`config.mk`:
```
export PLATFORM = sky130hd
export DESIGN_NAME = uart_regs
export DESIGN_NICKNAME = d
export VERILOG_FILES = /design/src/soc_bus_pkg.sv /design/src/uart_regs.sv
export SDC_FILE = /design/constraint.sdc
export NUM_CORES = 1
export LEC_CHECK = 0
export BUFFER_PORTS_ARGS = -buffer_cell sky130_fd_sc_hd__buf_2
export CAP_MARGIN = 40
export CORE_MARGIN = 2
export CORE_UTILIZATION = 23
export DETAILED_ROUTE_END_ITERATION = 6
export PLACE_DENSITY = 0.49
export SYNTH_ARGS = -nofsm -noshare
export SYNTH_HDL_FRONTEND = slang
export SYNTH_SLANG_ARGS = --single-unit
```
`constraint.sdc`:
```
create_clock -name clk -period 3.2 [get_ports clk]
set_clock_uncertainty 0.15 [all_clocks]
set_input_delay 0.32 -clock clk [delete_from_list [all_inputs] [get_ports clk]]
set_output_delay 0.32 -clock clk [all_outputs]
set_load 0.05 [all_outputs]
```
`src/soc_bus_pkg.sv`:
```
`default_nettype none

package soc_bus_pkg;

   localparam logic [1:0] RESP_OKAY = 2'b00;
   localparam logic [1:0] RESP_SLVERR = 2'b10;

   localparam logic [7:0] UART_TAG = 8'h7F;
   localparam int RAM_WORDS = 1024;
   localparam int RAM_AW = $clog2(RAM_WORDS);

   localparam logic [3:0] UART_REG_RX = 4'h0;
   localparam logic [3:0] UART_REG_TX = 4'h4;
   localparam logic [3:0] UART_REG_STATUS = 4'h8;
   localparam logic [3:0] UART_REG_CTRL = 4'hC;

   localparam int DIV_WIDTH = 16;
   localparam logic [DIV_WIDTH-1:0] DEFAULT_DIVISOR = 16;

   ////////////////////
   // axi-lite channels

   typedef struct packed {
      logic [31:0] addr;
      logic [2:0]  prot;
   } axi_ar_t;

   typedef struct packed {
      logic [31:0] addr;
      logic [2:0]  prot;
   } axi_aw_t;

   typedef struct packed {
      logic [31:0] data;
      logic [3:0]  strb;
   } axi_w_t;

   typedef struct packed {
      logic [31:0] data;
      logic [1:0]  resp;
   } axi_r_t;

   typedef struct packed {
      logic [1:0] resp;
   } axi_b_t;

   typedef struct packed {
      axi_ar_t ar;
      logic    ar_valid;
      axi_aw_t aw;
      logic    aw_valid;
      axi_w_t  w;
      logic    w_valid;
      logic    r_ready;
      logic    b_ready;
   } axi_req_t;

   typedef struct packed {
      logic   ar_ready;
      logic   aw_ready;
      logic   w_ready;
      axi_r_t r;
      logic   r_valid;
      axi_b_t b;
      logic   b_valid;
   } axi_rsp_t;

   // one core address, seen by either slave
   typedef union packed {
      struct packed {
         logic [7:0]  tag;
         logic [11:0] unused;
         logic [11:0] offset;
      } mem_view;
      struct packed {
         logic [7:0]  tag;
         logic [19:0] unused;
         logic [3:0]  reg_sel;
      } uart_view;
   } core_addr_u;

   ////////////////////
   // uart engine link

   typedef struct packed {
      logic [DIV_WIDTH-1:0] divisor;
      logic                 tx_start;
      logic [7:0]           tx_byte;
   } uart_ctrl_t;

   typedef struct packed {
      logic       tx_busy;
      logic       rx_strobe;
      logic [7:0] rx_byte;
      logic       rx_frame_err;
   } uart_stat_t;

endpackage

`default_nettype wire

```
`src/uart_regs.sv`:
```
`timescale 1ns/1ps
`default_nettype none

module uart_regs
   import soc_bus_pkg::*;
(
   input  logic       clk,
   input  logic       rstn,
   input  axi_req_t   req,
   output axi_rsp_t   rsp,
   output uart_ctrl_t ctrl,
   input  uart_stat_t stat
);

   logic       r_pend;
   logic       b_pend;
   logic       aw_hold;
   logic       w_hold;
   logic       ar_fire;
   logic       aw_fire;
   logic       w_fire;
   logic       wr_go;
   logic       rx_take;
   logic       tx_free;
   logic [3:0] aw_sel;
   axi_w_t     w_buf;
   axi_r_t     r_buf;
   axi_b_t     b_buf;
   logic [7:0] rx_byte;
   logic       rx_valid;
   logic       overrun;
   logic       frame_err;

   assign ar_fire = req.ar_valid & rsp.ar_ready;
   assign aw_fire = req.aw_valid & rsp.aw_ready;
   assign w_fire  = req.w_valid & rsp.w_ready;
   assign wr_go   = aw_hold & w_hold;
   assign rx_take = ar_fire & (req.ar.addr[3:0] == UART_REG_RX) & rx_valid;
   assign tx_free = !stat.tx_busy & !ctrl.tx_start;

   always_ff @(posedge clk) begin
      if (rstn) begin
         r_pend <= 1'b0;
         b_pend <= 1'b0;
         aw_hold <= 1'b0;
         w_hold <= 1'b0;
         ctrl <= '{divisor: DEFAULT_DIVISOR, tx_start: 1'b0, tx_byte: 8'd0};
         rx_valid <= 1'b0;
         overrun <= 1'b0;
         frame_err <= 1'b0;
      end else begin
         ctrl.tx_start <= 1'b0;
         if (ar_fire)
            r_pend <= 1'b1;
         else if (req.r_ready)
            r_pend <= 1'b0;
         if (aw_fire)
            aw_hold <= 1'b1;
         if (w_fire)
            w_hold <= 1'b1;
         if (wr_go) begin
            aw_hold <= 1'b0;
            w_hold <= 1'b0;
            b_pend <= 1'b1;
            if (aw_sel == UART_REG_TX && tx_free) begin
               ctrl.tx_start <= 1'b1;
               ctrl.tx_byte <= w_buf.data[7:0];
            end
            if (aw_sel == UART_REG_CTRL)
               ctrl.divisor <= w_buf.data[DIV_WIDTH-1:0];
         end else if (req.b_ready) begin
            b_pend <= 1'b0;
         end

         // reading RX clears the flags, a new byte still wins
         if (rx_take) begin
            rx_valid <= 1'b0;
            overrun <= 1'b0;
            frame_err <= 1'b0;
         end
         if (stat.rx_strobe) begin
            rx_valid <= 1'b1;
            if (rx_valid && !rx_take)
               overrun <= 1'b1;
            if (stat.rx_frame_err)
               frame_err <= 1'b1;
         end
      end
   end

   always_ff @(posedge clk) begin
      if (stat.rx_strobe)
         rx_byte <= stat.rx_byte;
      if (aw_fire)
         aw_sel <= req.aw.addr[3:0];
      if (w_fire)
         w_buf <= req.w;
      if (wr_go) begin
         b_buf.resp <= RESP_SLVERR;
         if ((aw_sel == UART_REG_TX && tx_free) || aw_sel == UART_REG_CTRL)
            b_buf.resp <= RESP_OKAY;
      end
      if (ar_fire) begin
         r_buf.data <= '0;
         r_buf.resp <= RESP_OKAY;
         case (req.ar.addr[3:0])
            UART_REG_RX: begin
               r_buf.data <= {24'd0, rx_byte};
               if (!rx_valid)
                  r_buf.resp <= RESP_SLVERR;
            end
            UART_REG_STATUS: r_buf.data <= {28'd0, overrun, frame_err, rx_valid, stat.tx_busy};
            UART_REG_CTRL: r_buf.data <= {{(32-DIV_WIDTH){1'b0}}, ctrl.divisor};
            default: r_buf.resp <= RESP_SLVERR;
         endcase
      end
   end

   always_comb begin
      rsp.ar_ready = !r_pend;
      rsp.aw_ready = !aw_hold & !b_pend;
      rsp.w_ready  = !w_hold & !b_pend;
      rsp.r_valid  = r_pend;
      rsp.r        = r_buf;
      rsp.b_valid  = b_pend;
      rsp.b        = b_buf;
   end

endmodule

`default_nettype wire
```
# After elaboration in Yosys (flattened, before gate mapping)
# Cells that the tools add are included.
# totals
register_bits	96
input_bits	124
output_inout_bits	66
word_cells	66
# classes
n_bitwise	10
reduce_logical	19
muxes	17
eq_ne	4
# op_table
op	n
$pmux 16 s3	1
$eq 4x4->1 const B	3
$mux 1	12
$and 1x1->1	9
$mux 9	1
$logic_not 1->1	7
$reduce_bool 2->1	3
$reduce_or 2->1	3
$eq 4x3->1 const B	1
$logic_not 4->1	1
$mux 2	2
$pmux 2 s2	1
$reduce_and 2->1	2
$logic_and 1x1->1	2
$logic_or 1x1->1	1
$not 1->1	1

# Longest topological paths before layout
# depth
depth_word	8
mapped_depth	5

# Least setup slack after synthesis
# OpenSTA, ideal clock, no wires.
# synth_path
path_kind	register -> register
start	reg w_hold
end	reg w_buf[10] (netlist name) (enable)
t_arrival_ns	1.642
setup_time_ns	0.415
path_stages_with_launch	2
period_less_slack_ns	2.207
t_required_ns	2.635
n_path_buf	0
path_slack_ns	0.993
cell_sequence	dfxtp_1 -> nor3b_1
# synth_via
elab_chain_len	3
# synth_lines
item	line	rtl
start: declaration	uart_regs.sv:18	logic w_hold;
start signal: assignment	uart_regs.sv:46	w_hold <= 1'b0;
start signal: assignment	uart_regs.sv:60	w_hold <= 1'b1;
start signal: assignment	uart_regs.sv:63	w_hold <= 1'b0;
$logic_not 1->1	uart_regs.sv:122	rsp.w_ready = !w_hold & !b_pend;
$and 1x1->1	uart_regs.sv:122	
$and 1x1->1	uart_regs.sv:36	assign w_fire = req.w_valid & rsp.w_ready;
via w_fire	uart_regs.sv:21	logic w_fire;
end signal: assignment	uart_regs.sv:97	w_buf <= req.w;
end: declaration	uart_regs.sv:26	axi_w_t w_buf;
# The timed path passes the listed nets, and every way through them passes these cells.
# A chain may end at the register's enable or synchronous reset.

# Final worst setup path
# layout_path
start	reg aw_sel[0]
end	reg ctrl[6] (netlist name)
# layout_via
elab_chain_len	3
# layout_lines
item	line	rtl
start: declaration	uart_regs.sv:25	logic [3:0] aw_sel;
start signal: assignment	uart_regs.sv:95	aw_sel <= req.aw.addr[3:0];
$eq 4x3->1	uart_regs.sv:65	if (aw_sel == UART_REG_TX && tx_free) begin
$logic_and 1x1->1	uart_regs.sv:65	
$reduce_and 2->1 (no source line)	--	
end signal: assignment	uart_regs.sv:47	ctrl <= '{divisor: DEFAULT_DIVISOR, tx_start: 1'b0, tx_byte: 8'd0};
end: declaration	uart_regs.sv:11	output uart_ctrl_t ctrl,
# Every way passes these cells.

==> results.json <==
{
  "synth.ff_latch_count": 78,
  "place.gp.congestion": 0.698,
  "p_switching_w": 0.000583,
  "clk_pin_slew_worst_paths_ns": 0.06,
  "share_seq_of_total_power_pct": 49.4,
  "drtIter0Drc": 51,
  "period_share_pct": 55.6,
  "path_class": "flip-flop to flip-flop",
  "crit_path_end_kind": "flip-flop",
  "maxCapViolations": 0,
  "wl_met2_um": 3180,
  "vdd_drop_max_v": 0.000179,
  "synth_fa_ha_area_share_pct": 0,
  "slew_violations": 0,
  "fp.dieH_um": 121,
  "fmax_mhz": 562,
  "path_max_fanout": 9,
  "tightestPinTransition_ns": 0.757,
  "final_common_cell": "buf_2",
  "power_w": 0.00229,
  "pin_count": 190,
  "grt_util_all_layers_pct": 9.86,
  "drive_gt1_share_pct": 32.8,
  "slew_headroom_pct": 49.4,
  "p_comb_share_pct": 10.8,
  "hold_ws_ns": 0.0166,
  "cts.sinks": 78,
  "wl_per_cell_um": 12.9,
  "hold_class": "input port to flip-flop",
  "grt_max_degree": 50,
  "initial_utilization_pct": 23.6,
  "start_kind": "flip-flop",
  "p_int_w": 0.00171,
  "fin_ws_ns": 1.42,
  "antenna_cells": 0,
  "clock_path_buffers": 2,
  "numCtsBuffers": 9,
  "syn_inst": 237,
  "route.detailed.drc": 0,
  "ys_types": 28,
  "worstPathRequired_ns": 3.30,
  "die_area_sq_um": 14500,
  "syn_area_sq_um": 3120,
  "pwr-share-clk_pct": 39.8,
  "setup_viol": 0,
  "avgSynthCellArea_sq_um": 13.2,
  "clk_latency_ns": 0.33,
  "synth_simple_gate_area_share_pct": 14.6,
  "fin_crit_ns": 1.78,
  "p_sw_share_pct": 25.4,
  "antenna_found_initial": 0,
  "met3WireLength_um": 220,
  "port_buffers": 89,
  "fin_nets": 470,
  "grt_pass1_wl_um": 10500,
  "wirelength_met1_um": 3260,
  "hpwl_um": 4830,
  "synth_top_family_by_area": "simple AND/OR/NAND/NOR gates",
  "grt-ovfl-total": 0,
  "first_pass_iters": 5,
  "layout_common_cells": "buf_2, edfxtp_1, nand2b_1",
  "core_sq_um": 13200,
  "ant_nets": 0,
  "crit_arrival_ns": 1.88,
  "syn2layout_area_growth_pct": 32.1,
  "p_per_area_nw_per_um2": 556,
  "synth_compound_area_share_pct": 3.97,
  "p_leak_nw": 1.74,
  "cts_root_buffer": "clkbuf_16",
  "vias_per_cell": 3.73,
  "setup_tns_ns": 0,
  "finalHoldViolations": 0,
  "grt_pass1_vias": 1933,
  "die_w_um": 121,
  "top_layer": "met4",
  "dp_slack_ns": 1.43,
  "via_count": 1966,
  "cts_htree_levels": 3,
  "row_count": 42,
  "synth_xor_area_share_pct": 0,
  "tritoncts": "built",
  "yosys-mux-area-fraction_pct": 8.97,
  "yosysWarnings": 0,
  "placed_cell_area_sq_um": 3670,
  "drt-total-wl_um": 6800,
  "stdcell_area_sq_um": 4130,
  "seq_area_frac_synth_pct": 64.7,
  "status": "completed",
  "rsz0062_at_grt": "false"
}
what timing repair did:
item / 4_1_cts / 5_1_grt
gates resized for setup: 0 / 0
setup buffers: 0 / 0
hold endpoints to repair: 18 / 1
hold buffers: 18 / 1
power by group through the flow:
stage / logic [W] / clock network [W] / registers, W
after floorplan: 0.000142 / 0 / 0.00119
after global placement: 0.000231 / 0 / 0.00115
after detailed placement: 0.000234 / 0 / 0.00115
after CTS: 0.000250 / 0.000956 / 0.00113
after global routing: 0.000267 / 0.000993 / 0.00114
final: 0.000248 / 0.000912 / 0.00113
cell usage after synthesis:
master     n  share of area (%)
buf_12     1               0.64
nor3b_1    2               0.48
inv_1      6               0.72
a31o_2     1               0.28
a211oi_1   1               0.24
buf_4     20                4.8
a21oi_1    6               0.96
conb_1     1               0.12
edfxtp_1  46                 44
buf_6      1               0.36
nor4_2     1               0.40
a22o_1     4                1.1
and2_1     1               0.20
clkbuf_1   5               0.60
nand4b_1   1               0.28
nor3b_2    2               0.80
and2_4     1               0.28
nor2b_1    1               0.20
and3_1     8                1.6
and3_4     1               0.36
a311oi_1   2               0.56
nand2b_1  39                7.8
nand2_1    6               0.72
dfxtp_1   32                 21
buf_2      3               0.48
mux2i_1   28                9.0
nor2_1    12                1.4
o21ai_0    5               0.80
worst paths after layout:
kind                  start       to  slack, ns  cells past startpoint
setup / recovery  aw_sel[0]  ctrl[6]       1.42                      3
hold / removal       req[1]   r_pend       0.02                      2
setup reg to reg  aw_sel[0]  ctrl[6]       1.42                      3
hold reg to reg     ctrl[3]  ctrl[3]       0.33                      2
critical path, cell delays in order, from the launching register on:
cell      delay [ns]
edfxtp_1        0.40
nor3b_2         0.23
nand4b_1        0.58
mux2i_1         0.33
sequential cells by signal, indices dropped and copies added (netlist names), named ones only:
| register | cells |
|---|---|
| ctrl | 25 |
| rsp | 17 |
| w_buf | 16 |
| rx_byte | 8 |
| aw_sel | 4 |
| aw_hold | 1 |
| b_buf | 1 |
| b_pend | 1 |
| frame_err | 1 |
| r_pend | 1 |
| rx_valid | 1 |
| w_hold | 1 |
kinds of logic (layout without fill, tap and decap cells):
group	count (synthesis)	after routing
flops	78	78
other cells	1	18
simple gates	75	75
compound gates	19	19
buf+inv	36	133
mux	28	28
layout make-up:
class                   instances  area (sq um)
fillers                      1379          9120
flip-flops and latches         78          2020
multi-input cells             140           935
repair buffers                111           658
clock buffers                  10           229
well taps                     176           220
clock inverters                 6          38.8
inverters                       6          22.5
per-stage QoR:
stage | instances | utilization (%)
6_report | 527 | 31.2
5_1_grt | 527 | 31.2
4_1_cts | 526 | 31.1
3_5_place_dp | 492 | 27.7
3_3_place_gp | 492 | 27.7
2_1_floorplan | 254 | -
per-layer routing:
metal | vias up | track usage, %
li1 | 1001 | -
met1 | 903 | 12.5
met2 | 53 | 15.1
met3 | 9 | 2.17
met4 | 0 | 6.54
met5 | - | 0
No activity file was read; power rests on OpenSTA's default activity.
