[src/soc_bus_pkg.sv]
`default_nettype none

package soc_bus_pkg;

   localparam logic [1:0] RESP_OKAY = 2'b00;
   localparam logic [1:0] RESP_SLVERR = 2'b10;

   localparam logic [7:0] UART_TAG = 8'h7F;
   localparam int RAM_WORDS = 1024;
   localparam int RAM_AW = $clog2(RAM_WORDS);

   localparam logic [3:0] UART_REG_RX = 4'h0;
   localparam logic [3:0] UART_REG_TX = 4'h4;
   localparam logic [3:0] UART_REG_STATUS = 4'h8;
   localparam logic [3:0] UART_REG_CTRL = 4'hC;

   localparam int DIV_WIDTH = 16;
   localparam logic [DIV_WIDTH-1:0] DEFAULT_DIVISOR = 16;

   ////////////////////
   // axi-lite channels

   typedef struct packed {
      logic [31:0] addr;
      logic [2:0]  prot;
   } axi_ar_t;

   typedef struct packed {
      logic [31:0] addr;
      logic [2:0]  prot;
   } axi_aw_t;

   typedef struct packed {
      logic [31:0] data;
      logic [3:0]  strb;
   } axi_w_t;

   typedef struct packed {
      logic [31:0] data;
      logic [1:0]  resp;
   } axi_r_t;

   typedef struct packed {
      logic [1:0] resp;
   } axi_b_t;

   typedef struct packed {
      axi_ar_t ar;
      logic    ar_valid;
      axi_aw_t aw;
      logic    aw_valid;
      axi_w_t  w;
      logic    w_valid;
      logic    r_ready;
      logic    b_ready;
   } axi_req_t;

   typedef struct packed {
      logic   ar_ready;
      logic   aw_ready;
      logic   w_ready;
      axi_r_t r;
      logic   r_valid;
      axi_b_t b;
      logic   b_valid;
   } axi_rsp_t;

   // one core address, seen by either slave
   typedef union packed {
      struct packed {
         logic [7:0]  tag;
         logic [11:0] unused;
         logic [11:0] offset;
      } mem_view;
      struct packed {
         logic [7:0]  tag;
         logic [19:0] unused;
         logic [3:0]  reg_sel;
      } uart_view;
   } core_addr_u;

   ////////////////////
   // uart engine link

   typedef struct packed {
      logic [DIV_WIDTH-1:0] divisor;
      logic                 tx_start;
      logic [7:0]           tx_byte;
   } uart_ctrl_t;

   typedef struct packed {
      logic       tx_busy;
      logic       rx_strobe;
      logic [7:0] rx_byte;
      logic       rx_frame_err;
   } uart_stat_t;

endpackage

`default_nettype wire

[src/axi_lite_router.sv]
`timescale 1ns/1ps
`default_nettype none

module axi_lite_router
   import soc_bus_pkg::*;
(
   input  logic     clk,
   input  logic     rstn,
   input  axi_req_t core_req,
   output axi_rsp_t core_rsp,
   output axi_req_t mem_req,
   input  axi_rsp_t mem_rsp,
   output axi_req_t uart_req,
   input  axi_rsp_t uart_rsp
);

   typedef enum logic [1:0] {R_IDLE, R_ADDR, R_DATA, R_RESP} rd_state_t;
   typedef enum logic [1:0] {W_IDLE, W_SEND, W_BWAIT, W_RESP} wr_state_t;

   rd_state_t  rd_state;
   logic       rd_sel;
   axi_ar_t    rd_ar;
   axi_r_t     rd_r;
   axi_rsp_t   rd_rsp;
   core_addr_u rd_addr;

   wr_state_t  wr_state;
   logic       wr_sel;
   logic       aw_hold;
   logic       w_hold;
   logic       aw_fire;
   logic       w_fire;
   axi_aw_t    wr_aw;
   axi_w_t     wr_w;
   axi_b_t     wr_b;
   axi_rsp_t   wr_rsp;
   core_addr_u wr_addr;

   // keep only the offset the chosen slave decodes
   function automatic logic [31:0] trim_addr(core_addr_u a);
      if (a.uart_view.tag == UART_TAG)
         return {28'd0, a.uart_view.reg_sel};
      return {20'd0, a.mem_view.offset};
   endfunction

   assign rd_addr = core_req.ar.addr;
   assign wr_addr = core_req.aw.addr;
   assign rd_rsp  = rd_sel ? uart_rsp : mem_rsp;
   assign wr_rsp  = wr_sel ? uart_rsp : mem_rsp;
   assign aw_fire = core_req.aw_valid & core_rsp.aw_ready;
   assign w_fire  = core_req.w_valid & core_rsp.w_ready;

   ////////////////////
   // read path

   always_ff @(posedge clk) begin
      if (rstn) begin
         rd_state <= R_IDLE;
         rd_sel <= 1'b0;
      end else begin
         case (rd_state)
            R_IDLE: if (core_req.ar_valid) begin
               rd_sel <= (rd_addr.uart_view.tag == UART_TAG);
               rd_state <= R_ADDR;
            end
            R_ADDR: if (rd_rsp.ar_ready) rd_state <= R_DATA;
            R_DATA: if (rd_rsp.r_valid) rd_state <= R_RESP;
            R_RESP: if (core_req.r_ready) rd_state <= R_IDLE;
            default: rd_state <= R_IDLE;
         endcase
      end
   end

   always_ff @(posedge clk) begin
      if (rd_state == R_IDLE && core_req.ar_valid) begin
         rd_ar.addr <= trim_addr(rd_addr);
         rd_ar.prot <= core_req.ar.prot;
      end
      if (rd_state == R_DATA && rd_rsp.r_valid)
         rd_r <= rd_rsp.r;
   end

   ////////////////////
   // write path

   // hold flags mean taken from the core in W_IDLE, still owed to the slave in W_SEND
   always_ff @(posedge clk) begin
      if (rstn) begin
         wr_state <= W_IDLE;
         wr_sel <= 1'b0;
         aw_hold <= 1'b0;
         w_hold <= 1'b0;
      end else begin
         case (wr_state)
            W_IDLE: begin
               if (aw_fire) begin
                  aw_hold <= 1'b1;
                  wr_sel <= (wr_addr.uart_view.tag == UART_TAG);
               end
               if (w_fire)
                  w_hold <= 1'b1;
               if ((aw_hold | aw_fire) & (w_hold | w_fire)) begin
                  aw_hold <= 1'b1;
                  w_hold <= 1'b1;
                  wr_state <= W_SEND;
               end
            end
            W_SEND: begin
               if (wr_rsp.aw_ready)
                  aw_hold <= 1'b0;
               if (wr_rsp.w_ready)
                  w_hold <= 1'b0;
               if ((!aw_hold | wr_rsp.aw_ready) & (!w_hold | wr_rsp.w_ready))
                  wr_state <= W_BWAIT;
            end
            W_BWAIT: if (wr_rsp.b_valid) wr_state <= W_RESP;
            W_RESP: if (core_req.b_ready) wr_state <= W_IDLE;
            default: wr_state <= W_IDLE;
         endcase
      end
   end

   always_ff @(posedge clk) begin
      if (aw_fire) begin
         wr_aw.addr <= trim_addr(wr_addr);
         wr_aw.prot <= core_req.aw.prot;
      end
      if (w_fire)
         wr_w <= core_req.w;
      if (wr_state == W_BWAIT && wr_rsp.b_valid)
         wr_b <= wr_rsp.b;
   end

   ////////////////////
   // channel outputs

   always_comb begin
      core_rsp.ar_ready = (rd_state == R_IDLE);
      core_rsp.r_valid  = (rd_state == R_RESP);
      core_rsp.r        = rd_r;
      core_rsp.aw_ready = (wr_state == W_IDLE) & !aw_hold;
      core_rsp.w_ready  = (wr_state == W_IDLE) & !w_hold;
      core_rsp.b_valid  = (wr_state == W_RESP);
      core_rsp.b        = wr_b;
   end

   always_comb begin
      mem_req.ar        = rd_ar;
      mem_req.aw        = wr_aw;
      mem_req.w         = wr_w;
      mem_req.ar_valid  = (rd_state == R_ADDR) & !rd_sel;
      mem_req.r_ready   = (rd_state == R_DATA) & !rd_sel;
      mem_req.aw_valid  = (wr_state == W_SEND) & aw_hold & !wr_sel;
      mem_req.w_valid   = (wr_state == W_SEND) & w_hold & !wr_sel;
      mem_req.b_ready   = (wr_state == W_BWAIT) & !wr_sel;

      uart_req.ar       = rd_ar;
      uart_req.aw       = wr_aw;
      uart_req.w        = wr_w;
      uart_req.ar_valid = (rd_state == R_ADDR) & rd_sel;
      uart_req.r_ready  = (rd_state == R_DATA) & rd_sel;
      uart_req.aw_valid = (wr_state == W_SEND) & aw_hold & wr_sel;
      uart_req.w_valid  = (wr_state == W_SEND) & w_hold & wr_sel;
      uart_req.b_ready  = (wr_state == W_BWAIT) & wr_sel;
   end

endmodule

`default_nettype wire

[config.mk]
export PLATFORM = sky130hd
export DESIGN_NAME = axi_lite_router
export DESIGN_NICKNAME = d
export VERILOG_FILES = /design/src/soc_bus_pkg.sv /design/src/axi_lite_router.sv
export SDC_FILE = /design/constraint.sdc
export NUM_CORES = 1
export LEC_CHECK = 0
export BUFFER_PORTS_ARGS = -buffer_cell sky130_fd_sc_hd__buf_2
export CORE_AREA = 2 2 180 182
export DETAILED_ROUTE_END_ITERATION = 8
export DIE_AREA = 0 0 182 184
export PLACE_DENSITY = 0.48
export SYNTH_ARGS = -nofsm -noshare
export SYNTH_HDL_FRONTEND = slang
export SYNTH_SLANG_ARGS = --single-unit
[constraint.sdc]
create_clock -name clk -period 7.1 [get_ports clk]
set_clock_uncertainty 0.15 [all_clocks]
set_input_delay 2.13 -clock clk [delete_from_list [all_inputs] [get_ports clk]]
set_output_delay 2.13 -clock clk [all_outputs]
set_load 0.02 [all_outputs]
# After elaboration in Yosys (flattened, before gate mapping)
# Index checks and enable logic that the tools add are counted.
dict set report totals {
  mem_count 0
  out_inout_bits 263
  mem_bits_ro 0
  wordCells 101
  ff_bits 110
  inputBits 195
  latchBits 0
  ram_bits 0
}
dict set report op_classes {
  n_eq_ne 20
  reduce_logical 16
  muxes 28
  addsub 0
  bitwise_logic 22
  mul 0
  shift 0
  div_mod_pow 0
  magnitude_cmp 0
}
# cell count
set ops {}
lappend ops {{$mux 12} 4}
lappend ops {{$mux 41} 1}
lappend ops {{$mux 40} 1}
lappend ops {{$ne 2x2->1 const B} 10}
lappend ops {{$and 1x1->1} 18}
lappend ops {{$eq 8x7->1 const B} 2}
lappend ops {{$mux 2} 8}
lappend ops {{$pmux 2 s4} 2}
lappend ops {{$mux 1} 10}
lappend ops {{$eq 2x2->1 const B} 4}
lappend ops {{$reduce_and 4->1} 2}
lappend ops {{$ne 3x3->1 const B} 2}
lappend ops {{$reduce_and 3->1} 2}
lappend ops {{$eq 2x1->1 const B} 2}
lappend ops {{$logic_not 1->1} 4}
lappend ops {{$logic_not 2->1} 2}
lappend ops {{$or 1x1->1} 4}
lappend ops {{$pmux 1 s2} 2}
lappend ops {{$reduce_and 2->1} 2}
lappend ops {{$logic_and 1x1->1} 3}
lappend ops {{$reduce_bool 2->1} 1}

# Depth between registers and ports, before layout
dict set report depth {
  word_depth 7
  mapped_depth 6
  mapped_depth_nobuf 6
}

# Worst setup path after synthesis
# Ideal clock, no wire load.
dict set report synth_path {
  path_type {input to register}
  start {input uart_rsp[3] (netlist bit)}
  end {register rd_r (netlist bit core_rsp[10]) (enable)}
  setup_time_ns 0.429
  required_time_ns 6.521
  path_slack_ns 2.771
  n_path_buf 0
  arrival_ns 3.750
  stages 2
  cell_sequence {mux2i_1 nor2b_1}
}
dict set report synth_between {
  elab_chain_cells 2
}
# element line_no
set synth_lines {}
lappend synth_lines {{start: declaration} axi_lite_router.sv:14} ;# input axi_rsp_t uart_rsp
lappend synth_lines {{$mux 41} axi_lite_router.sv:48} ;# assign rd_rsp = rd_sel ? uart_rsp : mem_rsp;
lappend synth_lines {{$logic_and 1x1->1} axi_lite_router.sv:79} ;# if (rd_state == R_DATA && rd_rsp.r_valid)
lappend synth_lines {{end signal: assignment} axi_lite_router.sv:80} ;# rd_r <= rd_rsp.r;
lappend synth_lines {{end: declaration} axi_lite_router.sv:23} ;# axi_r_t rd_r;
# No other way between the ends.
# A chain may end at the register's enable or synchronous reset.

==> impl_metrics.yaml <==
clock_network:
  post-cts-setup-buffers: 0
  cts_resized: 0
  cts.path.max_buffers: 2
  clk_pin_slew_worst_paths_ps: 70
  tritoncts: "built"
  clk_latency_ps: 360
  htreeDepth: 3
  cts_root_buf: "clkbuf_16"
  cts.sinks: 110
  cts_hold_buf: 0
  cts_buffers: 9
power:
  switchingPower_uw: 889
  leakage_uw: 0.00323
  switching_share_pct: 37.5
  pwr-share-clk_pct: 24.8
  power_frac_comb_pct: 34.9
  power.internal_uw: 1480
  ir_drop_mv: 0.132
  p_per_area_nw_per_um2: 331
  power_uw: 2370
  sequentialPowerShare_pct: 40.3
floorplan:
  ios: 458
  die_x_um: 182
  start_util_pct: 17.2
  fp.coreArea_um2: 31400
  die_h_um: 184
  rows: 65
  dieArea_um2: 33500
sta:
  fin_setup_tns_ps: 0
  period_needed_ps: 4000
  final-max-slew-violation-count: 0
  rsz0062_at_grt: "false"
  hold_violations: 0
  slew_headroom_pct: 32.2
  fin_crit_sh_pct: 56.4
  tightestPinTransition_ps: 1010
  clock.fmax_mhz: 250
  setup_violations: 0
drt:
  dr.pass1.iters: 4
  via_count: 3606
  wl_um: 14300
  drc: 0
  drtIter0Drc: 131
  ant_nets: 0
  vias_per_cell: 3.31
  routedWlPerCell_um: 13.1
finish:
  finalNetCount: 886
  diodes: 0
  drive_gt1_share_pct: 59.4
  syn2layout_area_growth_pct: 33.1
global_routing:
  grt_pass1_vias: 3417
  grt_antenna_before_repair: 0
  grt_pass1_wl_um: 19800
  track_usage_pct: 8.12
  grt_overflow: 0
  grt_max_degree: 42
placed_design:
  post-dp-hpwl_um: 11400
  gp_congestion: 0.738
  numPortBuffers: 353
logic_synthesis:
  synth.cell_area_um2: 5390
  postSynthCellCount: 392
  ys_seq_area_share_pct: 59.8
  ys_warn_count: 0
  yosysUniqueCellTypes: 30
  synth_seq_cells: 110
  syn_area_per_cell_um2: 13.7
worst_hold_path:
  min_path_type: "reg2reg"
critical_path:
  endpoint_kind: "primary output"
  path_class: "reg2out"
  cp_max_fo: 41
  startpoint_type: "register"
  worstPathRequired_ps: 4820
  worstPathArrival_ps: 1720
run:
  cap_violations: 0
status:
  status: "completed"
worst max-delay path: stages, from the launching register on:
cell and delay, ps:
dfxtp_2 960, and2_1 230, buf_2 160
kinds of logic (layout without fill, tap and decap cells):
logic type      count (synthesis)  count (layout)  synth area share (%)
buf+inv                       161             377                  21.6
other cells                     1              80                0.0696
mux                            42              42                  8.66
flops                         110             110                  59.8
fa+ha+maj                       9               9                  2.09
simple gates                   53              53                  5.67
compound gates                 16              16                  2.11
layout make-up:
cell class,instances,area (um^2)
Tap cell,402,503
Clock buffer,10,229
Timing Repair Buffer,353,1770
Fill cell,3431,24200
Clock inverter,6,110
Multi-Input combinational cell,200,1310
Sequential cell,110,3220
Inverter,8,30.0
path summary, 6_finish.rpt:
path,from,end,slack (ps),cells after the start
min,w_hold$_SDFFE_PP0P_,w_hold$_SDFFE_PP0P_,420,2
max reg2reg,rd_sel$_SDFFE_PP0P_,core_rsp[4]$_DFFE_PP_,4430,2
min reg2reg,w_hold$_SDFFE_PP0P_,w_hold$_SDFFE_PP0P_,420,2
max,rd_sel$_SDFFE_PP0P_,uart_req[1],3100,2
flip-flops by register name (all words and copies together), names as in the netlist:
name	cells
mem_req	66
core_rsp	34
rd_state	2
wr_b	2
wr_state	2
aw_hold	1
rd_sel	1
w_hold	1
wr_sel	1
per-layer routing:
layer | routed length [um] | up-vias | track usage, %
met5 | 0 | - | 0
met4 | 238 | 0 | 3.06
met3 | 1570 | 7 | 4.22
met2 | 7100 | 244 | 13.6
met1 | 5360 | 1641 | 8.67
li1 | - | 1714 | -
Yosys cell counts:
cell type / n / area share [%]
conb_1: 1 / 0.070
dfxtp_1: 8 / 3.0
nand4b_1: 2 / 0.33
a32oi_1: 1 / 0.16
nand2b_1: 1 / 0.12
nor2b_1: 25 / 2.9
nor2_1: 7 / 0.49
buf_1: 1 / 0.070
a31oi_1: 1 / 0.12
a222oi_1: 1 / 0.19
edfxtp_1: 102 / 57
mux2i_1: 5 / 0.93
o22ai_1: 1 / 0.12
nand2_1: 5 / 0.35
ha_1: 9 / 2.1
a2bb2oi_1: 1 / 0.16
buf_2: 2 / 0.19
inv_1: 8 / 0.56
a211oi_1: 1 / 0.14
and2_1: 6 / 0.70
a21oi_1: 5 / 0.46
nand3_1: 1 / 0.093
o31ai_1: 1 / 0.14
buf_4: 148 / 21
mux2_2: 37 / 7.7
and3_1: 3 / 0.35
a311oi_1: 3 / 0.49
a21o_1: 1 / 0.14
nand4_1: 3 / 0.35
clkbuf_1: 2 / 0.14
power by group through the flow:
stage                     sequential, uW  clock (uW)  combinational, uW
after global routing                 974         642                890
final                                957         588                828
after floorplan                     1110           0                520
after detailed placement             976           0                837
after global placement               973           0                836
after CTS                            963         619                839
through the flow:
stage,utilization [%],instances,setup slack [ps],instance area (um^2),hold WS (ps)
finish,22.8,1089,3100,7170,422
global route,22.8,1089,2940,7170,443
CTS,22.8,1089,3000,7170,428
detailed placement,21.8,1073,3250,6830,417
global placement,21.8,1073,3270,6830,397
floorplan,-,471,2770,5680,374
cell usage in the layout, fill, tap and decap left out:
cell type / n
buf_2: 353
edfxtp_1: 102
conb_1: 80
mux2_2: 37
nor2b_1: 24
ha_1: 9
clkbuf_16: 9
inv_1: 8
nor2_1: 7
dfxtp_1: 7
and2_1: 5
nand2_1: 5
mux2i_1: 5
a21oi_1: 5
and3_1: 3
nand4_1: 3
a311oi_1: 3
bufinv_16: 3
nand4b_1: 2
clkinvlp_4: 2
and2_2: 1
nor2b_4: 1
o22ai_1: 1
a32oi_1: 1
a2bb2oi_1: 1
a31oi_1: 1
a211oi_1: 1
a222oi_1: 1
nand3_1: 1
a21o_1: 1
nand2b_1: 1
o31ai_1: 1
clkinv_2: 1
clkbuf_1: 1
dfxtp_2: 1
No activity file was read; power rests on OpenSTA's default activity.
