$ cat src/soc_bus_pkg.sv
`default_nettype none

package soc_bus_pkg;

   localparam logic [1:0] RESP_OKAY = 2'b00;
   localparam logic [1:0] RESP_SLVERR = 2'b10;

   localparam logic [7:0] UART_TAG = 8'h7F;
   localparam int RAM_WORDS = 1024;
   localparam int RAM_AW = $clog2(RAM_WORDS);

   localparam logic [3:0] UART_REG_RX = 4'h0;
   localparam logic [3:0] UART_REG_TX = 4'h4;
   localparam logic [3:0] UART_REG_STATUS = 4'h8;
   localparam logic [3:0] UART_REG_CTRL = 4'hC;

   localparam int DIV_WIDTH = 16;
   localparam logic [DIV_WIDTH-1:0] DEFAULT_DIVISOR = 16;

   ////////////////////
   // axi-lite channels

   typedef struct packed {
      logic [31:0] addr;
      logic [2:0]  prot;
   } axi_ar_t;

   typedef struct packed {
      logic [31:0] addr;
      logic [2:0]  prot;
   } axi_aw_t;

   typedef struct packed {
      logic [31:0] data;
      logic [3:0]  strb;
   } axi_w_t;

   typedef struct packed {
      logic [31:0] data;
      logic [1:0]  resp;
   } axi_r_t;

   typedef struct packed {
      logic [1:0] resp;
   } axi_b_t;

   typedef struct packed {
      axi_ar_t ar;
      logic    ar_valid;
      axi_aw_t aw;
      logic    aw_valid;
      axi_w_t  w;
      logic    w_valid;
      logic    r_ready;
      logic    b_ready;
   } axi_req_t;

   typedef struct packed {
      logic   ar_ready;
      logic   aw_ready;
      logic   w_ready;
      axi_r_t r;
      logic   r_valid;
      axi_b_t b;
      logic   b_valid;
   } axi_rsp_t;

   // one core address, seen by either slave
   typedef union packed {
      struct packed {
         logic [7:0]  tag;
         logic [11:0] unused;
         logic [11:0] offset;
      } mem_view;
      struct packed {
         logic [7:0]  tag;
         logic [19:0] unused;
         logic [3:0]  reg_sel;
      } uart_view;
   } core_addr_u;

   ////////////////////
   // uart engine link

   typedef struct packed {
      logic [DIV_WIDTH-1:0] divisor;
      logic                 tx_start;
      logic [7:0]           tx_byte;
   } uart_ctrl_t;

   typedef struct packed {
      logic       tx_busy;
      logic       rx_strobe;
      logic [7:0] rx_byte;
      logic       rx_frame_err;
   } uart_stat_t;

endpackage

`default_nettype wire

$ cat src/uart_core.sv
`timescale 1ns/1ps
`default_nettype none

module uart_core
   import soc_bus_pkg::*;
(
   input  logic       clk,
   input  logic       rstn,
   input  uart_ctrl_t ctrl,
   output uart_stat_t stat,
   output logic       txd,
   input  logic       rxd
);

   logic                 tx_busy;
   logic [DIV_WIDTH-1:0] tx_cnt;
   logic [3:0]           tx_bit;
   logic [9:0]           tx_shift;

   logic [2:0]           rx_sync;
   logic                 rx_in;
   logic                 rx_fall;
   logic                 rx_busy;
   logic [DIV_WIDTH-1:0] rx_cnt;
   logic [3:0]           rx_bit;
   logic [7:0]           rx_shift;
   logic                 rx_strobe;
   logic                 rx_frame_err;

   ////////////////////
   // transmitter

   always_ff @(posedge clk) begin
      if (rstn) begin
         tx_busy <= 1'b0;
         tx_cnt <= '0;
         tx_bit <= '0;
         tx_shift <= '1;
      end else if (!tx_busy) begin
         if (ctrl.tx_start) begin
            tx_busy <= 1'b1;
            tx_cnt <= ctrl.divisor - 1'b1;
            tx_bit <= '0;
            // stop, data lsb first, start
            tx_shift <= {1'b1, ctrl.tx_byte, 1'b0};
         end
      end else if (tx_cnt != '0) begin
         tx_cnt <= tx_cnt - 1'b1;
      end else begin
         tx_cnt <= ctrl.divisor - 1'b1;
         tx_shift <= {1'b1, tx_shift[9:1]};
         tx_bit <= tx_bit + 1'b1;
         if (tx_bit == 4'd9)
            tx_busy <= 1'b0;
      end
   end

   assign txd = tx_busy ? tx_shift[0] : 1'b1;

   ////////////////////
   // receiver

   assign rx_in   = rx_sync[1];
   assign rx_fall = rx_sync[2] & !rx_sync[1];

   always_ff @(posedge clk) begin
      if (rstn) begin
         rx_sync <= '1;
         rx_busy <= 1'b0;
         rx_cnt <= '0;
         rx_bit <= '0;
         rx_strobe <= 1'b0;
         rx_frame_err <= 1'b0;
      end else begin
         rx_sync <= {rx_sync[1:0], rxd};
         rx_strobe <= 1'b0;
         rx_frame_err <= 1'b0;
         if (!rx_busy) begin
            if (rx_fall) begin
               rx_busy <= 1'b1;
               rx_bit <= '0;
               // half a bit to reach mid start bit
               rx_cnt <= ctrl.divisor >> 1;
            end
         end else if (rx_cnt != '0) begin
            rx_cnt <= rx_cnt - 1'b1;
         end else begin
            rx_cnt <= ctrl.divisor - 1'b1;
            rx_bit <= rx_bit + 1'b1;
            if (rx_bit == 4'd0 && rx_in)
               rx_busy <= 1'b0;
            if (rx_bit == 4'd9) begin
               rx_busy <= 1'b0;
               rx_strobe <= 1'b1;
               rx_frame_err <= !rx_in;
            end
         end
      end
   end

   // data bits shift in lsb first
   always_ff @(posedge clk) begin
      if (rx_busy && rx_cnt == '0 && rx_bit >= 4'd1 && rx_bit <= 4'd8)
         rx_shift <= {rx_in, rx_shift[7:1]};
   end

   always_comb begin
      stat.tx_busy      = tx_busy;
      stat.rx_strobe    = rx_strobe;
      stat.rx_byte      = rx_shift;
      stat.rx_frame_err = rx_frame_err;
   end

endmodule

`default_nettype wire

$ cat config.mk
export PLATFORM = sky130hd
export DESIGN_NAME = uart_core
export DESIGN_NICKNAME = d
export VERILOG_FILES = /design/src/soc_bus_pkg.sv /design/src/uart_core.sv
export SDC_FILE = /design/constraint.sdc
export NUM_CORES = 1
export LEC_CHECK = 0
export BUFFER_PORTS_ARGS = -buffer_cell sky130_fd_sc_hd__buf_2
export CAP_MARGIN = 0
export CORE_MARGIN = 4
export CORE_UTILIZATION = 56
export DETAILED_ROUTE_END_ITERATION = 7
export PLACE_DENSITY = 0.8
export SYNTH_ARGS = -nofsm -noshare
export SYNTH_HDL_FRONTEND = slang
export SYNTH_SLANG_ARGS = --single-unit
$ cat constraint.sdc
create_clock -name clk -period 3.6 [get_ports clk]
set_clock_uncertainty 0.15 [all_clocks]
set_input_delay 0.18 -clock clk [delete_from_list [all_inputs] [get_ports clk]]
set_output_delay 0.18 -clock clk [all_outputs]
set_load 0.02 [all_outputs]
# Word-level counts from Yosys, hierarchy flattened
# Cells that the tools add are included.
dict set report op_classes {
  add_sub_neg 5
  n_mul 0
  div 0
  order_cmp 2
  eq_ne 4
  n_shift 0
  n_mux 26
  bitwise_logic 3
  reduce_logical 15
}
# operator n
set op_table {}
lappend op_table {{$mux 16} 6}
lappend op_table {{$sub 16x1->16 const B} 3}
lappend op_table {{$reduce_bool 16->1} 2}
lappend op_table {{$mux 10} 3}
lappend op_table {{$mux 4} 6}
lappend op_table {{$logic_not 16->1} 1}
lappend op_table {{$mux 1} 11}
lappend op_table {{$add 4x1->4 const B} 2}
lappend op_table {{$eq 4x4->1 const B} 2}
lappend op_table {{$ge 4x1->1 const B} 1}
lappend op_table {{$le 4x4->1 const B} 1}
lappend op_table {{$logic_and 1x1->1} 4}
lappend op_table {{$logic_not 4->1} 1}
lappend op_table {{$ne 2x2->1 const B} 2}
lappend op_table {{$reduce_and 2->1} 2}
lappend op_table {{$reduce_bool 2->1} 2}
lappend op_table {{$reduce_or 4->1} 1}
lappend op_table {{$reduce_or 3->1} 1}
lappend op_table {{$not 1->1} 2}
lappend op_table {{$and 1x1->1} 1}
lappend op_table {{$logic_not 1->1} 1}
dict set report totals {
  register_bits 65
  latchBits 0
  ramBits 0
  mem_bits_ro 0
  inputBits 28
  output_inout_bits 12
  word_cells 66
  mem_count 0
}

# Longest topological paths before layout
# Gate-level depths: netlist (run 1).
dict set report logic_depth {
  word_depth 6
  depth_mapped 8
  depth_no_buf 7
}

# Least setup slack after synthesis (run 1)
# Ideal clock, no wire load.
dict set report synth_timing {
  path_kind {register to register}
  startpoint {register rx_cnt[0]}
  endpoint {register rx_shift[0], enable pin}
  setup_time_ps 386
  arrival_time_ps 2249
  t_required_ps 3064
  slack_ps 814
  path_stages_with_launch 7
  path_buffers 0
  period_less_slack_ps 2786
  cell_sequence {dfxtp_1 > inv_1 > ha_1 > or4b_2 > nor4_1 > nand2_1 > a211oi_1}
}
dict set report synth_via {
  elab_chain_len 4
}
# item line
set synth_rtl {}
lappend synth_rtl {{start, declared} uart_core.sv:24} ;# logic [DIV_WIDTH-1:0] rx_cnt;
lappend synth_rtl {{start signal, assigned} uart_core.sv:83} ;# rx_cnt <= ctrl.divisor >> 1;
lappend synth_rtl {{start signal, assigned} uart_core.sv:86} ;# rx_cnt <= rx_cnt - 1'b1;
lappend synth_rtl {{start signal, assigned} uart_core.sv:88} ;# rx_cnt <= ctrl.divisor - 1'b1;
lappend synth_rtl {{$logic_not 16->1} uart_core.sv:103} ;# if (rx_busy && rx_cnt == '0 && rx_bit >= 4'd1 && rx_bit <= 4'd8)
lappend synth_rtl {{$logic_and 1x1->1 (3 in series)} uart_core.sv:103}
lappend synth_rtl {{end signal, assigned} uart_core.sv:104} ;# rx_shift <= {rx_in, rx_shift[7:1]};
lappend synth_rtl {{end, declared} uart_core.sv:26} ;# logic [7:0] rx_shift;
# Every way passes these cells.
# A chain may end at the register's enable or synchronous reset.

# Worst setup path after layout (run 1)
dict set report layout_timing {
  startpoint {register rx_cnt[2]}
  endpoint {register rx_cnt[2]}
}
dict set report layout_via {
  elab_chain_len 3
  elab_cells_between_ends 4
  cone_classes {1 x add/sub; 2 x mux; 1 x reduce/logical}
}
# item line
set layout_rtl {}
lappend layout_rtl {{$sub 16x1->16 / $reduce_bool 16->1 (equally long branches)} {uart_core.sv:86, uart_core.sv:85}}
lappend layout_rtl {{$mux 16 (*)} uart_core.sv:85} ;# end else if (rx_cnt != '0) begin
lappend layout_rtl {{$mux 16 (*)} uart_core.sv:78} ;# if (!rx_busy) begin
# Every way passes the cells marked *; elsewhere a longest branch is shown, timed or not.

==> results of run 1 <==
## state kept, by name, summed over array words and instances, names as in the netlist
signal	cells
rx_strobe	1
tx_cnt	16
rx_sync	3
rx_bit	4
rx_shift	8
rx_frame_err	1
tx_shift	9
rx_busy	1
tx_bit	4
rx_cnt	16
tx_busy	1
## where the power goes
group / leakage (nW) / internal, mW / switching [mW] / total, mW
Combinational: 0.961 / 0.208 / 0.309 / 0.517
Sequential: 0.531 / 0.768 / 0.0499 / 0.818
Clock: 0.123 / 0.482 / 0.309 / 0.791
## through the flow
| stage | setup WS, ns | instance area (um2) | cells | util, % |
|---|---|---|---|---|
| after floorplan | 0.8142 | 3752 | 453 | - |
| after global placement | 0.9418 | 3969 | 547 | 61.80 |
| after detailed placement | 0.8657 | 3969 | 547 | 61.80 |
| after CTS | 0.7975 | 4312 | 572 | 67.13 |
| after global routing | 0.5630 | 4312 | 572 | 67.13 |
| final | 0.7167 | 4312 | 572 | 67.13 |
## how the worst max path moves through the flow
stage	slack, ns	endpoint	depth (start not counted)
after floorplan	0.81	rx_shift[0]	6
after global placement	0.94	rx_cnt[2]	7
after detailed placement	0.87	rx_cnt[2]	7
after CTS	0.80	rx_cnt[2]	7
after global routing	0.56	rx_cnt[2]	7
final	0.72	rx_cnt[2]	5
## worst max-delay path: cells and delay by family (launching register included)
family / cells / cell delay [ns]
flops: 1 / 0.38
simple gates: 2 / 0.76
compound gates: 3 / 1.45
## final cells by class
class,count,area [um2]
sequential,64,1361
fill,546,2111
clock buffer,10,137.6
tap,77,96.34
inverter,14,52.55
multi-input combinational,347,2218
timing repair buffer,54,330.3
clock inverter,6,115.1
## cell usage after synthesis, types with 12 or more instances
master	number
a21oi_1	26
clkbuf_1	21
a211oi_1	23
or3_1	14
nor4_1	12
inv_1	13
nor2_1	39
xnor2_1	12
dfxtp_1	56
nor3_1	17
o21ai_0	27
nand2_1	38
## what timing repair did
action,CTS,global route
endpoints found under the hold margin,9,0
endpoints found under the setup margin,0,0
hold buffers,9,0
## cells by family (layout without fill, tap and decap cells)
logic type               Yosys count  after routing  share of synthesized area [%]
XOR/XNOR                          19             19                          4.435
AO/OA/AOI/OAI                    133            133                          24.31
buffers and inverters             42             84                          4.601
flip-flops                        64             64                          36.28
AND/OR/NAND/NOR                  179            179                          25.27
adder cells (fa/ha/maj)           10             10                          3.334
multiplexers                       6              6                          1.767
## metal layers
layer | routed length (um) | track usage (%) | vias up
met5 | 0 | 0 | -
met3 | 608 | 7.513 | 28
met2 | 4472 | 38.16 | 126
met4 | 293 | 9.439 | 0
li1 | - | - | 1762
met1 | 4491 | 33.33 | 1665
==> run metrics, run 1 <==
Routed WL=9864 um; clk sink count=64; worst-path cell chain=or4_1, o41ai_1, o21ai_0, a221oi_1, nor2_1; initial core utilization=58.43%; first-pass GRT wire length=16660 um; Finish-stage setup viols=0; kind of end point of the critical path=register; diodes inserted=0; proportion of layout cells with a drive suffix above 1=17.17%; final hold violations=0; worst hold path type=input pin to register; Peak VDD IR=0.4016 mV; clock root buffer master=clkbuf_8; Worst Path Arrival=2.93 ns; Die Area=8074 um2; H-tree depth=3; Num CTS Buffers=9; area share of the largest cell type after synthesis=29.88%; most frequent cells in the layout=dfxtp_1, nor2_1, buf_2; drt drc=0; # Max-Cap Violations=0; FF-to-FF End=rx_cnt[2]; Die X=89.86 um; actual slew at the worst max-slew pin=1.010 ns; reg-to-reg setup timing slack=0.72 ns; post-route ant nets=0; Hold Crit Start=ctrl[9]; Pleak=1.615 nW; I/O Buffers=39; Synth Warn #=0; outcome=completed; core footprint=6422 um2; average size of a mapped cell=8.283 um2; max-slew violations=0; Die H=89.86 um; via count=3581; row count=29; WHS Path Cells=4; Reg clk slew, reported paths=0.07 ns; vias in the first global route=3433; WHS Endpoint=tx_cnt[0]; CP max FO=8; crit path kind=register to register; gp weighted congestion=0.9171; Fmax=346.8 MHz; Tcrit/Tclk final=80.09%; commonest non-fill, non-tap cell in the layout=dfxtp_1; ys async rst share=0%; Final Net Count=528; Critical Path Start Type=register; relative slew slack=32.66%; cell area after synthesis=3752 um2; area growth from synthesis to layout=14.91%; GRT overflow=0; minimum clock period=2.883 ns; post-cts resize count=0; post-synth net total=491; Synth area leader=dfxtp_1; antenna violations before repair=0; HPWL Detailed=6830 um; RSZ-0062 raised after global routing=false; Setup crit start=rx_cnt[2]; synth top area cells=dfxtp_1, edfxtp_1, a211oi_1; buffer count from post-CTS setup fixing=0; WL/cell=17.24 um; P per Cell Area=493.2 nW/um2; reg2reg start=rx_cnt[2]; First-pass DRT Iterations=6; Worst path max stage delay=0.90 ns; Hold Worst Slack=0.03364 ns; Seq cells post-synth=64; Cells after Synth=453; Post-synth EDFFs=8; CTS tree=done; total power=2.127 mW; register area share after synthesis=36.28%; clk_lat worst skew=0.35 ns; Post-synth top flop=dfxtp_1; gr usage total=24.97%; pin count of the biggest net entering global routing=55; IO Count=40; FF-to-FF path depth=5; 1st-iter DRT viols=273; post-synth cell types=61; CP max-delay cell=o41ai_1; Worst EP required=3.65 ns; final setup TNS=0 ns; clk buf depth=2; DR vias/cell=6.260
(Power assumes the default switching activity.)
==> run 2: changes to the inputs <==
CORE_UTILIZATION = 53   (was 56)
PLACE_DENSITY = 0.79   (was 0.8)
clock period = 2.42 ns   (was 3.6 ns; I/O delays follow)
==> run 2 against run 1 <==
Hold slack got worse by 0.029 ns. Via count increased by 7.2%. Register-to-register slack got worse by 0.67 ns. Final cell count increased by 12%.
==> run metrics, run 2 (same netlist as run 1, synthesis figures left out) <==
drt drc=0 (unchanged); core footprint=6832 um2 (+6.4%); # Max-Cap Violations=0 (unchanged); CP max FO=4 (-4); met2 usage=43.55% (+5.4 points); IO Count=40 (unchanged); most frequent cells in the layout=dfxtp_1, buf_4, buf_2; post-route ant nets=0 (unchanged); final critical-path setup slack=0.04686 ns (-0.6699 ns); Final Net Count=577 (+9.3%); Die H=92.14 um (+2.5%); Critical Path Start Type=register; worst hold path type=input pin to register; Peak VDD IR=0.4576 mV (+14%); sw power=1.060 mW (+59%); Tcrit/Tclk final=98.06% (+18 points); Top Registers=rx_cnt: 16 flops, tx_cnt: 16 flops, tx_shift: 9 flops; Gate power share=31.8% (+7.5 points); RSZ-0062 raised after global routing=true; Reg clk slew, reported paths=0.07 ns (about the same); crit path kind=register to register; clk_lat worst skew=0.35 ns (about the same); kind of end point of the critical path=register; Finished Core Util=69.73% (+2.6 points); antenna violations before repair=0 (unchanged); register share of total power=38.1% (-0.4 points); first-pass GRT wire length=17830 um (+7.0%); gr usage total=25.99% (+1.0 points); Fmax=421.4 MHz (+21%); sw frac=33.45% (+2.0 points); Pleak=1.844 nW (+14%); Place WS=0.002977 ns (-0.8628 ns); commonest non-fill, non-tap cell in the layout=dfxtp_1; actual slew at the worst max-slew pin=0.7578 ns (-0.2523 ns); outcome=completed; via count=3839 (+7.2%); proportion of layout cells with a drive suffix above 1=26.65% (+9.5 points); relative slew slack=49.48% (+17 points); H-tree depth=3 (unchanged); clk buf depth=2 (unchanged); Die Area=8490 um2 (+5.2%); CP max-delay cell=or4_1; clk sink count=64 (unchanged); met1 usage=33.57% (+0.24 points); max-slew violations=0 (unchanged); fillers=553 (+1.3%); gr busiest metal=met2; Reg area=1365 um2 (+0.28%); Worst EP required=2.50 ns (-1.15 ns); WL/cell=16.88 um (-2.1%); final hold violations=0 (unchanged); Worst Path Arrival=2.46 ns (-0.47 ns); multi-input logic area=2291 um2 (+3.3%); final setup TNS=0 ns (unchanged); CTS tree=done; HPWL Detailed=7554 um (+11%); Pint=2.108 mW (+45%); I/O Buffers=39 (unchanged); # placed instances=608 (+11%); Clock power frac=30.1% (-7.1 points); vias in the first global route=3725 (+8.5%); minimum clock period=2.373 ns (-0.5101 ns); worst-path cell chain=or4_1, or4_4, mux2_4, a221oi_2, nor2_1; met3 Resource Use GR=4.594% (-2.9 points); Num CTS Buffers=9 (unchanged); Finished Layout Cells=640 (+12%); gp weighted congestion=0.9253 (+0.89%); Die X=92.14 um (+2.5%); GRT overflow=0 (unchanged); First-pass DRT Iterations=5 (-1); area growth from synthesis to layout=26.94%; Worst path max stage delay=0.62 ns (-0.28 ns); diodes inserted=0 (unchanged); pin count of the biggest net entering global routing=42 (-24%); Routed WL=10800 um (+9.5%); P per Cell Area=665.2 nW/um2 (+35%); DR vias/cell=5.998 (-4.2%); row count=30 (+3.4%); 1st-iter DRT viols=258 (-5.5%); clock root buffer master=clkbuf_8; initial core utilization=54.93% (-3.5 points); Finish-stage setup viols=0 (unchanged)
-- run 2: timing repair --
item | CTS | global route
gates resized for setup | 3 | 14
hold endpoints to repair | 15 | 0
endpoints found under the setup margin | 1 | 33
pin swaps | 1 | 3
buffers inserted | 0 | 1
hold buffers | 15 | 0
-- run 2: metal layers --
layer / part of all wire (%) / wire (um) / vias up
met5: 0 / 0 / -
met4: 2.7 / 290 / 0
met3: 5.3 / 570 / 30
met2: 48 / 5180 / 132
met1: 44 / 4762 / 1813
li1: - / - / 1864
-- run 2: worst paths after layout --
check,from,end,slack [ns],cells after the start
max,rx_cnt[11],rx_cnt[2],0.05,5
min,ctrl[11],rx_cnt[1],0.005,3
max reg2reg,rx_cnt[11],rx_cnt[2],0.05,5
min reg2reg,rx_sync[0],rx_sync[1],0.27,1
-- run 2: per-stage QoR --
step	power (mW)	cell area, um2	hold WS (ns)
finish	3.168	4763	0.004608
global route	3.326	4763	0.03424
CTS	3.118	4703	0.007189
detailed placement	2.149	4344	0.1641
global placement	2.123	4344	0.1579
floorplan	1.804	3779	0.07481
-- run 2: cell type report --
type	count	area share, %
clock inverters	6	1.418
well taps	96	2.522
multi-input cells	347	48.10
repair buffers	103	15.31
inverters	14	1.103
clock buffers	10	2.889
flip-flops and latches	64	28.66
-- run 2: critical path, delay by kind of cell, from the launching register on --
family / cells / cell delay (ns)
and+or+nand+nor: 3 / 1.26
AOI/OAI and AO/OA: 1 / 0.23
DFF: 1 / 0.31
muxes: 1 / 0.32
-- run 2: power groups by stage --
stage	Combinational [mW]	Clock [mW]	Sequential [mW]
after detailed placement	0.926	0	1.22
after global placement	0.903	0	1.22
final	1.01	0.955	1.21
after CTS	0.952	0.965	1.20
after global routing	1.09	1.02	1.22
after floorplan	0.586	0	1.22
